===== config.mk =====
export PLATFORM = sky130hd
export DESIGN_NAME = ex_stage
export DESIGN_NICKNAME = d
export VERILOG_FILES = /design/src/logic/ex_pkg.sv /design/src/logic/ex_stage.sv /design/src/logic/ex_writeback.sv /design/src/logic/ex_mult.sv /design/src/logic/ex_alu.sv
export SDC_FILE = /design/constraint.sdc
export NUM_CORES = 2
export LEC_CHECK = 0
export BUFFER_PORTS_ARGS = -buffer_cell sky130_fd_sc_hd__buf_4
export CAP_MARGIN = 20
export CORE_UTILIZATION = 45
export CTS_CLUSTER_SIZE = 16
export DETAILED_ROUTE_END_ITERATION = 12
export HOLD_SLACK_MARGIN = 0.02
export SYNTH_ARGS = -nofsm -noshare
export SYNTH_HDL_FRONTEND = slang
export SYNTH_SLANG_ARGS = --single-unit
export TNS_END_PERCENT = 1

===== constraint.sdc =====
create_clock -name clk -period 24.9 [get_ports clk]
set_input_delay 2.49 -clock clk [delete_from_list [all_inputs] [get_ports clk]]
set_output_delay 2.49 -clock clk [all_outputs]
set_load 0.01 [all_outputs]

===== src/logic/ex_pkg.sv =====
// Shared widths, operator encodings and request/port structs for the execute stage; import it
package ex_pkg;

  // Datapath and register file sizes
  localparam int unsigned XLEN       = 32;
  localparam int unsigned REG_ADDR_W = 6;   // 32 integer regs plus upper half for extensions

  //////////////////////////////
  // Operator encodings
  //////////////////////////////

  typedef enum logic [3:0] {
    ALU_ADD  = 4'h0,
    ALU_SUB  = 4'h1,
    ALU_AND  = 4'h2,
    ALU_OR   = 4'h3,
    ALU_XOR  = 4'h4,
    ALU_SLL  = 4'h5,
    ALU_SRL  = 4'h6,
    ALU_SRA  = 4'h7,
    ALU_SLT  = 4'h8,   // Set ops write the compare bit to rd
    ALU_SLTU = 4'h9,
    ALU_EQ   = 4'hA,   // Branch compares
    ALU_NE   = 4'hB,
    ALU_LT   = 4'hC,
    ALU_GE   = 4'hD,
    ALU_LTU  = 4'hE,
    ALU_GEU  = 4'hF
  } alu_op_e;

  typedef enum logic [1:0] {
    MUL_LO  = 2'b00,   // Low half, single cycle
    MUL_H   = 2'b01,   // High half, signed x signed
    MUL_HSU = 2'b10,   // High half, signed x unsigned
    MUL_HU  = 2'b11    // High half, unsigned x unsigned
  } mult_op_e;

  //////////////////////////////
  // Request and port bundles
  //////////////////////////////

  typedef struct packed {
    logic            en;
    alu_op_e         op;
    logic [XLEN-1:0] operand_a;
    logic [XLEN-1:0] operand_b;
    logic [XLEN-1:0] operand_c;   // Jump target, passed to fetch
  } alu_req_t;

  typedef struct packed {
    logic            en;
    mult_op_e        op;
    logic [XLEN-1:0] operand_a;
    logic [XLEN-1:0] operand_b;
  } mult_req_t;

  // One register file write port
  typedef struct packed {
    logic                  we;
    logic [REG_ADDR_W-1:0] waddr;
    logic [XLEN-1:0]       wdata;
  } rf_wport_t;

endpackage

===== src/logic/ex_stage.sv =====
// Top of the integer execute stage; connects ALU, multiplier and writeback logic
`timescale 1ns/1ps

module ex_stage
  import ex_pkg::*;
(
  input  logic                  clk,
  input  logic                  rst_n,
  // Requests from ID
  input  alu_req_t              alu_req_i,
  input  mult_req_t             mult_req_i,
  input  logic                  regfile_alu_we_i,
  input  logic [REG_ADDR_W-1:0] regfile_alu_waddr_i,
  input  logic                  regfile_we_i,
  input  logic [REG_ADDR_W-1:0] regfile_waddr_i,
  input  logic                  csr_access_i,
  input  logic [XLEN-1:0]       csr_rdata_i,
  input  logic                  lsu_en_i,
  input  logic [XLEN-1:0]       lsu_rdata_i,
  input  logic                  lsu_ready_ex_i,     // EX part of LSU done
  input  logic                  branch_in_ex_i,
  input  logic                  wb_ready_i,
  // To register file and ID
  output rf_wport_t             regfile_alu_fw_o,
  output rf_wport_t             regfile_wb_o,
  // To fetch
  output logic [XLEN-1:0]       jump_target_o,
  output logic                  branch_decision_o,
  // Stall control
  output logic                  mult_multicycle_o,
  output logic                  ex_ready_o,
  output logic                  ex_valid_o
);

  logic [XLEN-1:0] alu_result;
  logic            alu_cmp;
  logic [XLEN-1:0] mult_result;
  logic            mult_ready;

  assign branch_decision_o = alu_cmp;
  assign jump_target_o     = alu_req_i.operand_c;   // Target computed in ID

  //////////////////////////////
  // Units
  //////////////////////////////

  ex_alu i_alu (
    .alu_req_i ( alu_req_i  ),
    .result_o  ( alu_result ),
    .cmp_o     ( alu_cmp    )
  );

  ex_mult i_mult (
    .clk          ( clk               ),
    .rst_n        ( rst_n             ),
    .mult_req_i   ( mult_req_i        ),
    .ex_ready_i   ( ex_ready_o        ),   // Releases a finished high product
    .result_o     ( mult_result       ),
    .ready_o      ( mult_ready        ),
    .multicycle_o ( mult_multicycle_o )
  );

  ex_writeback i_writeback (
    .clk                 ( clk                 ),
    .rst_n               ( rst_n               ),
    .alu_en_i            ( alu_req_i.en        ),
    .mult_en_i           ( mult_req_i.en       ),
    .alu_result_i        ( alu_result          ),
    .mult_result_i       ( mult_result         ),
    .mult_ready_i        ( mult_ready          ),
    .regfile_alu_we_i    ( regfile_alu_we_i    ),
    .regfile_alu_waddr_i ( regfile_alu_waddr_i ),
    .regfile_we_i        ( regfile_we_i        ),
    .regfile_waddr_i     ( regfile_waddr_i     ),
    .csr_access_i        ( csr_access_i        ),
    .csr_rdata_i         ( csr_rdata_i         ),
    .lsu_en_i            ( lsu_en_i            ),
    .lsu_rdata_i         ( lsu_rdata_i         ),
    .lsu_ready_ex_i      ( lsu_ready_ex_i      ),
    .branch_in_ex_i      ( branch_in_ex_i      ),
    .wb_ready_i          ( wb_ready_i          ),
    .alu_fw_o            ( regfile_alu_fw_o    ),
    .wb_o                ( regfile_wb_o        ),
    .ex_ready_o          ( ex_ready_o          ),
    .ex_valid_o          ( ex_valid_o          )
  );

endmodule


===== src/logic/ex_writeback.sv =====
// Forwarding write port mux, EX/WB register and ready/valid for the execute stage
`timescale 1ns/1ps

module ex_writeback
  import ex_pkg::*;
(
  input  logic                  clk,
  input  logic                  rst_n,
  // Unit results
  input  logic                  alu_en_i,
  input  logic                  mult_en_i,
  input  logic [XLEN-1:0]       alu_result_i,
  input  logic [XLEN-1:0]       mult_result_i,
  input  logic                  mult_ready_i,
  // Write request from ID
  input  logic                  regfile_alu_we_i,
  input  logic [REG_ADDR_W-1:0] regfile_alu_waddr_i,
  input  logic                  regfile_we_i,      // Load writeback, goes on to WB
  input  logic [REG_ADDR_W-1:0] regfile_waddr_i,
  // CSR, LSU and control
  input  logic                  csr_access_i,
  input  logic [XLEN-1:0]       csr_rdata_i,
  input  logic                  lsu_en_i,
  input  logic [XLEN-1:0]       lsu_rdata_i,
  input  logic                  lsu_ready_ex_i,
  input  logic                  branch_in_ex_i,
  input  logic                  wb_ready_i,
  output rf_wport_t             alu_fw_o,          // RF port and forwarding to ID
  output rf_wport_t             wb_o,              // LSU port
  output logic                  ex_ready_o,
  output logic                  ex_valid_o
);

  logic                  wb_we_q;
  logic [REG_ADDR_W-1:0] wb_waddr_q;
  logic                  no_stall;   // No unit and no later stage holds EX

  assign no_stall = mult_ready_i & lsu_ready_ex_i & wb_ready_i;

  //////////////////////////////
  // Forwarding port
  //////////////////////////////

  always_comb begin
    alu_fw_o.we    = regfile_alu_we_i;
    alu_fw_o.waddr = regfile_alu_waddr_i;
    alu_fw_o.wdata = '0;
    // Later checks override earlier ones, CSR read wins
    if (alu_en_i)     alu_fw_o.wdata = alu_result_i;
    if (mult_en_i)    alu_fw_o.wdata = mult_result_i;
    if (csr_access_i) alu_fw_o.wdata = csr_rdata_i;
  end

  //////////////////////////////
  // EX/WB pipeline register
  //////////////////////////////

  always_ff @(posedge clk or negedge rst_n) begin
    if (!rst_n) begin
      wb_we_q    <= 1'b0;
      wb_waddr_q <= '0;
    end else if (ex_valid_o) begin           // wb_ready_i already folded in
      wb_we_q <= regfile_we_i;
      if (regfile_we_i) begin
        wb_waddr_q <= regfile_waddr_i;
      end
    end else if (wb_ready_i) begin
      wb_we_q <= 1'b0;                        // Bubble, flush the old write
    end
  end

  // Load data arrives from the LSU in the WB cycle
  assign wb_o = '{we: wb_we_q, waddr: wb_waddr_q, wdata: lsu_rdata_i};

  // Branches resolve in EX, so they never wait on WB
  assign ex_ready_o = no_stall | branch_in_ex_i;
  // Valid flows forward only, independent of ex_ready_o
  assign ex_valid_o = (alu_en_i | mult_en_i | csr_access_i | lsu_en_i) & no_stall;

  a_wb_we_known: assert property (@(posedge clk) disable iff (!rst_n) !$isunknown(wb_o.we))
    else $error("EX/WB write enable unknown");

endmodule


===== src/logic/ex_mult.sv =====
// Integer multiplier of the execute stage; MUL in one cycle, MULH/MULHSU/MULHU in two
`timescale 1ns/1ps

module ex_mult
  import ex_pkg::*;
(
  input  logic            clk,
  input  logic            rst_n,
  input  mult_req_t       mult_req_i,     // Op and operands from ID
  input  logic            ex_ready_i,     // Stage moves on at this edge
  output logic [XLEN-1:0] result_o,
  output logic            ready_o,        // Low while the high product is computed
  output logic            multicycle_o    // Result comes from the second cycle
);

  typedef enum logic {
    IDLE,
    FINISH
  } mult_state_e;

  mult_state_e              state_q;
  mult_state_e              state_d;
  logic                     a_signed;
  logic                     b_signed;
  logic                     high_op;         // MULH family in flight
  logic signed [XLEN:0]     op_a_ext;        // One guard bit for sign/zero extension
  logic signed [XLEN:0]     op_b_ext;
  logic signed [2*XLEN+1:0] product_full;
  logic [2*XLEN-1:0]        product;
  logic [2*XLEN-1:0]        product_q;       // Captured in first cycle of high op

  //////////////////////////////
  // Operand extension
  //////////////////////////////

  // MULH signs both, MULHSU only a, MULHU none; MUL low half does not care
  assign a_signed = (mult_req_i.op == MUL_H) || (mult_req_i.op == MUL_HSU);
  assign b_signed = (mult_req_i.op == MUL_H);

  assign op_a_ext = $signed({a_signed & mult_req_i.operand_a[XLEN-1], mult_req_i.operand_a});
  assign op_b_ext = $signed({b_signed & mult_req_i.operand_b[XLEN-1], mult_req_i.operand_b});

  assign product_full = op_a_ext * op_b_ext;
  assign product      = product_full[2*XLEN-1:0];   // Top two bits are pure sign copies

  assign high_op = mult_req_i.en && (mult_req_i.op != MUL_LO);

  //////////////////////////////
  // Controller
  //////////////////////////////

  always_comb begin
    state_d      = state_q;
    ready_o      = 1'b1;
    multicycle_o = 1'b0;
    result_o     = product[XLEN-1:0];   // MUL default
    case (state_q)
      IDLE: begin
        if (high_op) begin
          ready_o = 1'b0;   // Stall EX for one cycle
          state_d = FINISH;
        end
      end
      FINISH: begin
        multicycle_o = 1'b1;
        result_o     = product_q[2*XLEN-1:XLEN];   // Upper half
        if (ex_ready_i) begin
          state_d = IDLE;   // Else hold result until downstream takes it
        end
      end
      default: state_d = IDLE;
    endcase
  end

  always_ff @(posedge clk or negedge rst_n) begin
    if (!rst_n) begin
      state_q <= IDLE;
    end else begin
      state_q <= state_d;
    end
  end

  // Product register
  always_ff @(posedge clk) begin
    if (!ready_o) begin
      product_q <= product;
    end
  end

  // A high op stalls exactly when it was not already waiting at the last edge
  a_stall_first_cycle: assert property (
    @(posedge clk) disable iff (!rst_n)
    !ready_o == (high_op && !$past(high_op && !ex_ready_i))
  ) else $error("Multiplier stall not in the first cycle of a high op");

endmodule


===== src/logic/ex_alu.sv =====
// Integer ALU of the execute stage; purely combinational, instantiated once by ex_stage
`timescale 1ns/1ps

module ex_alu
  import ex_pkg::*;
(
  input  alu_req_t        alu_req_i,   // Operator, operands and enable from ID
  output logic [XLEN-1:0] result_o,    // To forwarding mux
  output logic            cmp_o        // Branch decision / set bit
);

  localparam int unsigned SHAMT_W = $clog2(XLEN);

  logic [XLEN-1:0]    op_a;
  logic [XLEN-1:0]    op_b;
  logic [SHAMT_W-1:0] shamt;
  logic               use_sub;      // Adder runs a - b
  logic [XLEN-1:0]    adder_b;
  logic [XLEN:0]      adder_sum;    // Extra bit holds carry out
  logic               lt_s;
  logic               lt_u;
  logic               eq;

  assign op_a  = alu_req_i.operand_a;
  assign op_b  = alu_req_i.operand_b;
  assign shamt = op_b[SHAMT_W-1:0];   // Only low bits count

  //////////////////////////////
  // Shared adder
  //////////////////////////////

  // Every op except ADD needs a - b, either as result or for compare
  assign use_sub   = (alu_req_i.op != ALU_ADD);
  assign adder_b   = use_sub ? ~op_b : op_b;
  assign adder_sum = {1'b0, op_a} + {1'b0, adder_b} + {{XLEN{1'b0}}, use_sub};

  // No carry out means a borrow, so a < b unsigned
  assign lt_u = ~adder_sum[XLEN];
  // Signs differ -> a negative wins, else sign of difference
  assign lt_s = (op_a[XLEN-1] ^ op_b[XLEN-1]) ? op_a[XLEN-1] : adder_sum[XLEN-1];
  assign eq   = (adder_sum[XLEN-1:0] == '0);

  //////////////////////////////
  // Comparison select
  //////////////////////////////

  always_comb begin
    case (alu_req_i.op)
      ALU_SLT,
      ALU_LT:   cmp_o = lt_s;
      ALU_SLTU,
      ALU_LTU:  cmp_o = lt_u;
      ALU_EQ:   cmp_o = eq;
      ALU_NE:   cmp_o = ~eq;
      ALU_GE:   cmp_o = ~lt_s;
      ALU_GEU:  cmp_o = ~lt_u;
      default:  cmp_o = 1'b0;   // Arithmetic, logic and shifts never branch
    endcase
  end

  //////////////////////////////
  // Result select
  //////////////////////////////

  always_comb begin
    case (alu_req_i.op)
      ALU_ADD,
      ALU_SUB: result_o = adder_sum[XLEN-1:0];
      ALU_AND: result_o = op_a & op_b;
      ALU_OR:  result_o = op_a | op_b;
      ALU_XOR: result_o = op_a ^ op_b;
      ALU_SLL: result_o = op_a << shamt;
      ALU_SRL: result_o = op_a >> shamt;
      ALU_SRA: result_o = $unsigned($signed(op_a) >>> shamt);   // Sign fills from top
      // Set and compare ops return the bit zero-extended
      default: result_o = {{(XLEN-1){1'b0}}, cmp_o};
    endcase
  end

  // Decoder must hand over a defined operator for every issued op
  a_op_known: assert final (alu_req_i.en !== 1'b1 || !$isunknown(alu_req_i.op))
    else $error("ALU enabled with unknown operator");

endmodule


Word level (Yosys, flattened, before mapping)
Cells that the tools add are included.
{ "word_totals": {"word_cells": 72, "input_bits": 253, "out_inout_bits": 114, "ff_bits": 72} }
{ "classes": {"n_addsub": 2, "eq_ne": 17, "shift": 3, "n_reduce_logical": 11, "mux": 16, "bitwise_logic": 18, "multipliers": 1} }
{ "ops": {"columns": ["operator", "count"], "rows": [
  ["one-hot mux 32 bit (7 select lines)", 1],
  ["two-way mux 32 bit", 5],
  ["multiplier 33 x 33 -> 64 bit", 1],
  ["adder 32 x 32 -> 33 bit", 1],
  ["adder 33 x 1 -> 33 bit", 1],
  ["bitwise AND 32 bit", 1],
  ["equality test 4 bit, second input constant", 8],
  ["zero test 32 bit", 1],
  ["NOT 32 bit", 1],
  ["bitwise OR 32 bit", 1],
  ["<< shifter 32 x 5 -> 32 bit", 1],
  [">> shifter 32 x 5 -> 32 bit", 1],
  [">>> shifter 32 x 5 -> 32 bit", 1],
  ["bitwise XOR 32 bit", 1],
  ["equality test 4 x 3 -> 1 bit, second input constant", 4],
  ["equality test 4 x 2 -> 1 bit, second input constant", 2],
  ["two-way mux 1 bit", 8],
  ["one-hot mux 1 bit (6 select lines)", 1],
  ["OR reduction 2 bit", 3],
  ["bitwise AND 1 bit", 5],
  ["equality test 4 x 1 -> 1 bit, second input constant", 1],
  ["zero test 4 bit", 1],
  ["NOT 1 bit", 4],
  ["bitwise OR 1 bit", 4],
  ["other kinds (9)", 10]
]} }

Logic depth before layout (Yosys ltp)
{ "depth": {"depth_word": 11, "mapped_depth": 34} }

Cells and area by module
Synthesis repeated with hierarchy kept, for this count alone.
{ "unflattened": {"cells_unflattened": 5747, "area_unflattened_um2": 48540.3} }
{ "modules_own_cells": {"columns": ["mod", "area_per_inst_um2", "cells_per_inst", "instances", "seq_area_each_um2"], "rows": [
  ["ex_mult", 39151.3, 4331, 1, 985.9],
  ["ex_alu", 7937.6, 1210, 1, 0.0],
  ["ex_writeback", 1211.2, 174, 1, 175.2],
  ["ex_stage", 240.2, 32, 1, 0.0]
]} }

Worst setup path after synthesis
OpenSTA, ideal clock, no wires.
{ "synth_path": {"path_kind": "in2out", "startpoint": "input mult_req_i[7] in the netlist's numbering", "endpoint": "output regfile_alu_fw_o[28] in the netlist's numbering", "required_time_ns": 22.410, "path_slack_ns": 13.194, "cell_stages": 28, "t_arrival_ns": 9.216, "cell_sequence": "clkbuf_1 > clkbuf_1 > nand2_1 > fa_1 > inv_1 > fa_1 > inv_1 > fa_1 > inv_1 > fa_1 > inv_1 > fa_1 > fa_1 > fa_1 > inv_1 > fa_1 > ha_1 > a21o_1 > a21oi_1 > o21ai_0 > a221oi_1 > o21ai_0 > a21o_1 > a21oi_1 > xnor2_1 > o21ai_0 > a221oi_1 > a21oi_1"} }
{ "synth_rtl": {"columns": ["element", "line_no", "source"], "rows": [
  ["start, declared", "ex_stage.sv:11", "input mult_req_t mult_req_i,"],
  ["end, declared", "ex_stage.sv:24", "output rf_wport_t regfile_alu_fw_o,"]
]} }

==> metrics.log <==
INFO  metric core-area = roughly 110000 um2
INFO  metric worstMarginPinSlew = ~0.94 ns
INFO  metric worstPathArrival = ~10 ns
INFO  metric critPathMaxStageDelay = roughly 0.55 ns
INFO  metric drv_cap = 0
INFO  metric route.antenna.remaining_nets = 0
INFO  metric syn_area = 47800 um2
INFO  metric number_of_buffers_on_the_longest_clock_path = 2
INFO  metric hold_buffers = 0
INFO  metric postCtsSetupBuffers = 0
INFO  metric timing.critical_path.required = 22.41 ns
INFO  metric mappedNetlistNets = roughly 7300
INFO  metric rows = 119
INFO  metric final_nets = 7202
INFO  metric routed_wirelength = 150000 um
INFO  metric dr_iter_0_viols = about 3200
INFO  metric rsz_0062_raised_after_global_routing = no
INFO  metric avgViaCountPerCell = 5.49
INFO  metric place.port_buffers = 224
INFO  metric synthesis.area_per_instance = 8.47 um2
INFO  metric final.fill_count = 10500
INFO  metric postCtsResizedCells = 0
INFO  metric post_synth_inst_count = 5644
INFO  metric cts.reportedPaths.clkPinSlew = around 0.06 ns
INFO  metric total_number_of_vias = 37900
INFO  metric die_w = around 330 um
INFO  metric fraction_of_final_layout_cells_sized_beyond_drive_strength_1 = 0.0564
INFO  metric ff_latch_area = 1160 um2
INFO  metric diodes = 0
INFO  metric full_die_area = 108000 um2
INFO  metric fp.dieH = 328 um
INFO  metric finalSetupViolations = 0
INFO  metric drtPass1Iterations = 6
INFO  metric outcome = complete, no violations
INFO  metric share_of_the_synthesized_area_in_the_top_cell_type = 0.472
INFO  metric pin_count = 367
INFO  metric synth.top_cells.by_count = inv_1, fa_1, nand2_1
INFO  metric critical_path_class = in2out
INFO  metric post_synth_edffs = 32
INFO  metric drc = 0
INFO  metric fin_setup_tns = 0 ns
INFO  metric min_period_over_period = 0.510
INFO  metric worst_path_max_fanout = 33
INFO  metric number_of_buffers_added_by_the_clock_tree_synthesis_step = 5
INFO  metric clock_tree.root_cell = clkbuf_16
INFO  metric grt_antenna_before_repair = 3
INFO  metric grt-ovfl-total = 0
INFO  metric postSynthRegisterBits = 40
INFO  metric final.setup_skew = 0.00349 ns
INFO  metric initial_core_util = 0.454
INFO  metric timing_hold_violations_final = 0
INFO  metric worst-path-buf-inv = 7
INFO  metric tritoncts_num_sinks = 40
INFO  metric final-max-slew-violation-count = 0
INFO  metric grt_total_usage = 0.284
INFO  metric timing.max_slew.rel_slack = 0.371
INFO  metric path_common_cell = fa_1
INFO  metric htree_levels = 2
INFO  metric post_synth_main_area_contributors = fa_1, inv_1, ha_1
INFO  metric post_synth_num_cell_types = 80
INFO  metric critPathLaunchType = primary input
INFO  metric ys_async_sr_fraction = 0.200
INFO  metric holdCritPathClass = reg2reg
INFO  metric wire_length_of_the_first_global_routing_pass = roughly 230000 um
INFO  metric first_global_vias = between 30000 and 40000
INFO  metric max_clock_freq = 0.0788 GHz
INFO  metric post-synth-top-area-cell = fa_1
INFO  metric multi_input_comb_area = 40000 um2
INFO  metric synth_ff_type = edfxtp_1
INFO  metric area_delta_synth_final = 4.36%
INFO  metric synth_most_common_cell = inv_1
INFO  metric critical-path-top-delay-family = adder cells
INFO  metric timing.critical_path.slowest_stage_cell = fa_1
INFO  metric dp_hpwl = 124000 um
INFO  metric yosysWarningCount = 0
INFO  metric drt-wirelength-per-cell = around 22 um
INFO  metric gp_congestion = 0.993
INFO  metric synth_sequential_area_ratio = 0.0243
INFO  metric worstSetupEndpointType = primary output
INFO  metric tritoncts = yes
INFO  metric timing.final.crit_period = approximately 13 ns
INFO  metric maximum_number_of_pins_on_one_net_before_global_route_repair = 63
INFO  metric insertion_delay = 0.30 ns
-- logic make-up after synthesis --
family                   count (synthesis)  share of synthesized area
buffers and inverters                 1691                      0.139
AND/OR/NAND/NOR                       1605                      0.150
adder cells (fa/ha/maj)               1436                      0.553
AO/OA/AOI/OAI                          647                     0.0875
XOR/XNOR                               129                     0.0236
multiplexers                            96                     0.0232
flip-flops                              40                     0.0243
-- metal layers --
metal / GRT usage / up-vias / wire length [um]
met2: 0.475 / 1405 / 73400
met4: 0.118 / 0 / 7180
met1: 0.377 / 19600 / 60000
met5: 0 / - / 0
li1: - / 16600 / -
met3: 0.0277 / 305 / 9630
-- flip-flops by register name, indices dropped and copies added (netlist names) --
name	flops
i_mult.product_q	32
i_mult.state_q	1
i_writeback.wb_waddr_q	6
i_writeback.wb_we_q	1
-- cell usage in the layout (no fill, tap or decap), types with 9 or more instances in the layout --
| cell type | Yosys | routed |
|---|---|---|
| inv_1 | 1304 | 1303 |
| fa_1 | 1126 | 1126 |
| nand2_1 | 947 | 947 |
| ha_1 | 310 | 310 |
| and2_1 | 257 | 257 |
| buf_4 | 72 | 247 |
| nor2_1 | 206 | 204 |
| o21ai_0 | 167 | 167 |
| a21oi_1 | 166 | 166 |
| xnor2_1 | 96 | 96 |
| mux2i_1 | 68 | 68 |
| a21o_1 | 63 | 63 |
| a221oi_1 | 44 | 44 |
| nand2b_1 | 33 | 33 |
| xor2_1 | 33 | 33 |
| edfxtp_1 | 32 | 32 |
| and3_1 | 29 | 29 |
| nand3_1 | 25 | 25 |
| o211ai_1 | 24 | 24 |
| nor3_1 | 25 | 23 |
| a31oi_1 | 21 | 21 |
| mux2_2 | 18 | 18 |
| o21bai_1 | 17 | 17 |
| a22oi_1 | 17 | 17 |
| nand4_1 | 15 | 15 |
| or2_2 | 14 | 14 |
| o2111ai_1 | 13 | 13 |
| o31ai_1 | 11 | 11 |
| a211o_1 | 11 | 11 |
| a211oi_1 | 10 | 10 |
| nor4_1 | 10 | 10 |
| mux4_2 | 10 | 10 |
| o21a_1 | 9 | 9 |
| nand3b_1 | 9 | 9 |
-- stage by stage --
step            util  hold slack [ns]  instances  area, um2  setup WS (ns)
3_3_place_gp   0.472            0.466       6896      49700          12.28
2_1_floorplan      -            0.455       5644      47800          13.19
6_report       0.474            0.491       6905      49900          12.21
5_1_grt        0.474            0.525       6905      49900          11.79
3_5_place_dp   0.472            0.487       6896      49700          12.22
4_1_cts        0.474            0.501       6904      49900          12.20
-- path summary, 6_finish.rpt --
kind / cells after the start / from / slack [ns] / end
max: 28 / mult_req_i[6] / 12.21 / regfile_alu_fw_o[28]
min: 1 / i_writeback.wb_we_q / 0.49 / i_writeback.wb_we_q
max reg2reg: 6 / i_mult.state_q / 22.44 / i_writeback.wb_waddr_q[5]
min reg2reg: 1 / i_writeback.wb_we_q / 0.49 / i_writeback.wb_we_q
max in group asynchronous: 1 / rst_n / 22.76 / i_mult.state_q
min in group asynchronous: 1 / rst_n / 2.00 / i_mult.state_q
-- cell type report --
| type | instances | share of cell area |
|---|---|---|
| multi-input cells | 3913 | 0.803 |
| flip-flops and latches | 40 | 0.0233 |
| clock inverters | 3 | 0.000953 |
| well taps | 1391 | 0.0349 |
| clock buffers | 5 | 0.00251 |
| inverters | 1305 | 0.0982 |
| repair buffers | 248 | 0.0375 |
Power is not shown: default switching activity piles up to over one toggle a cycle in this logic, so the estimate is an artifact.
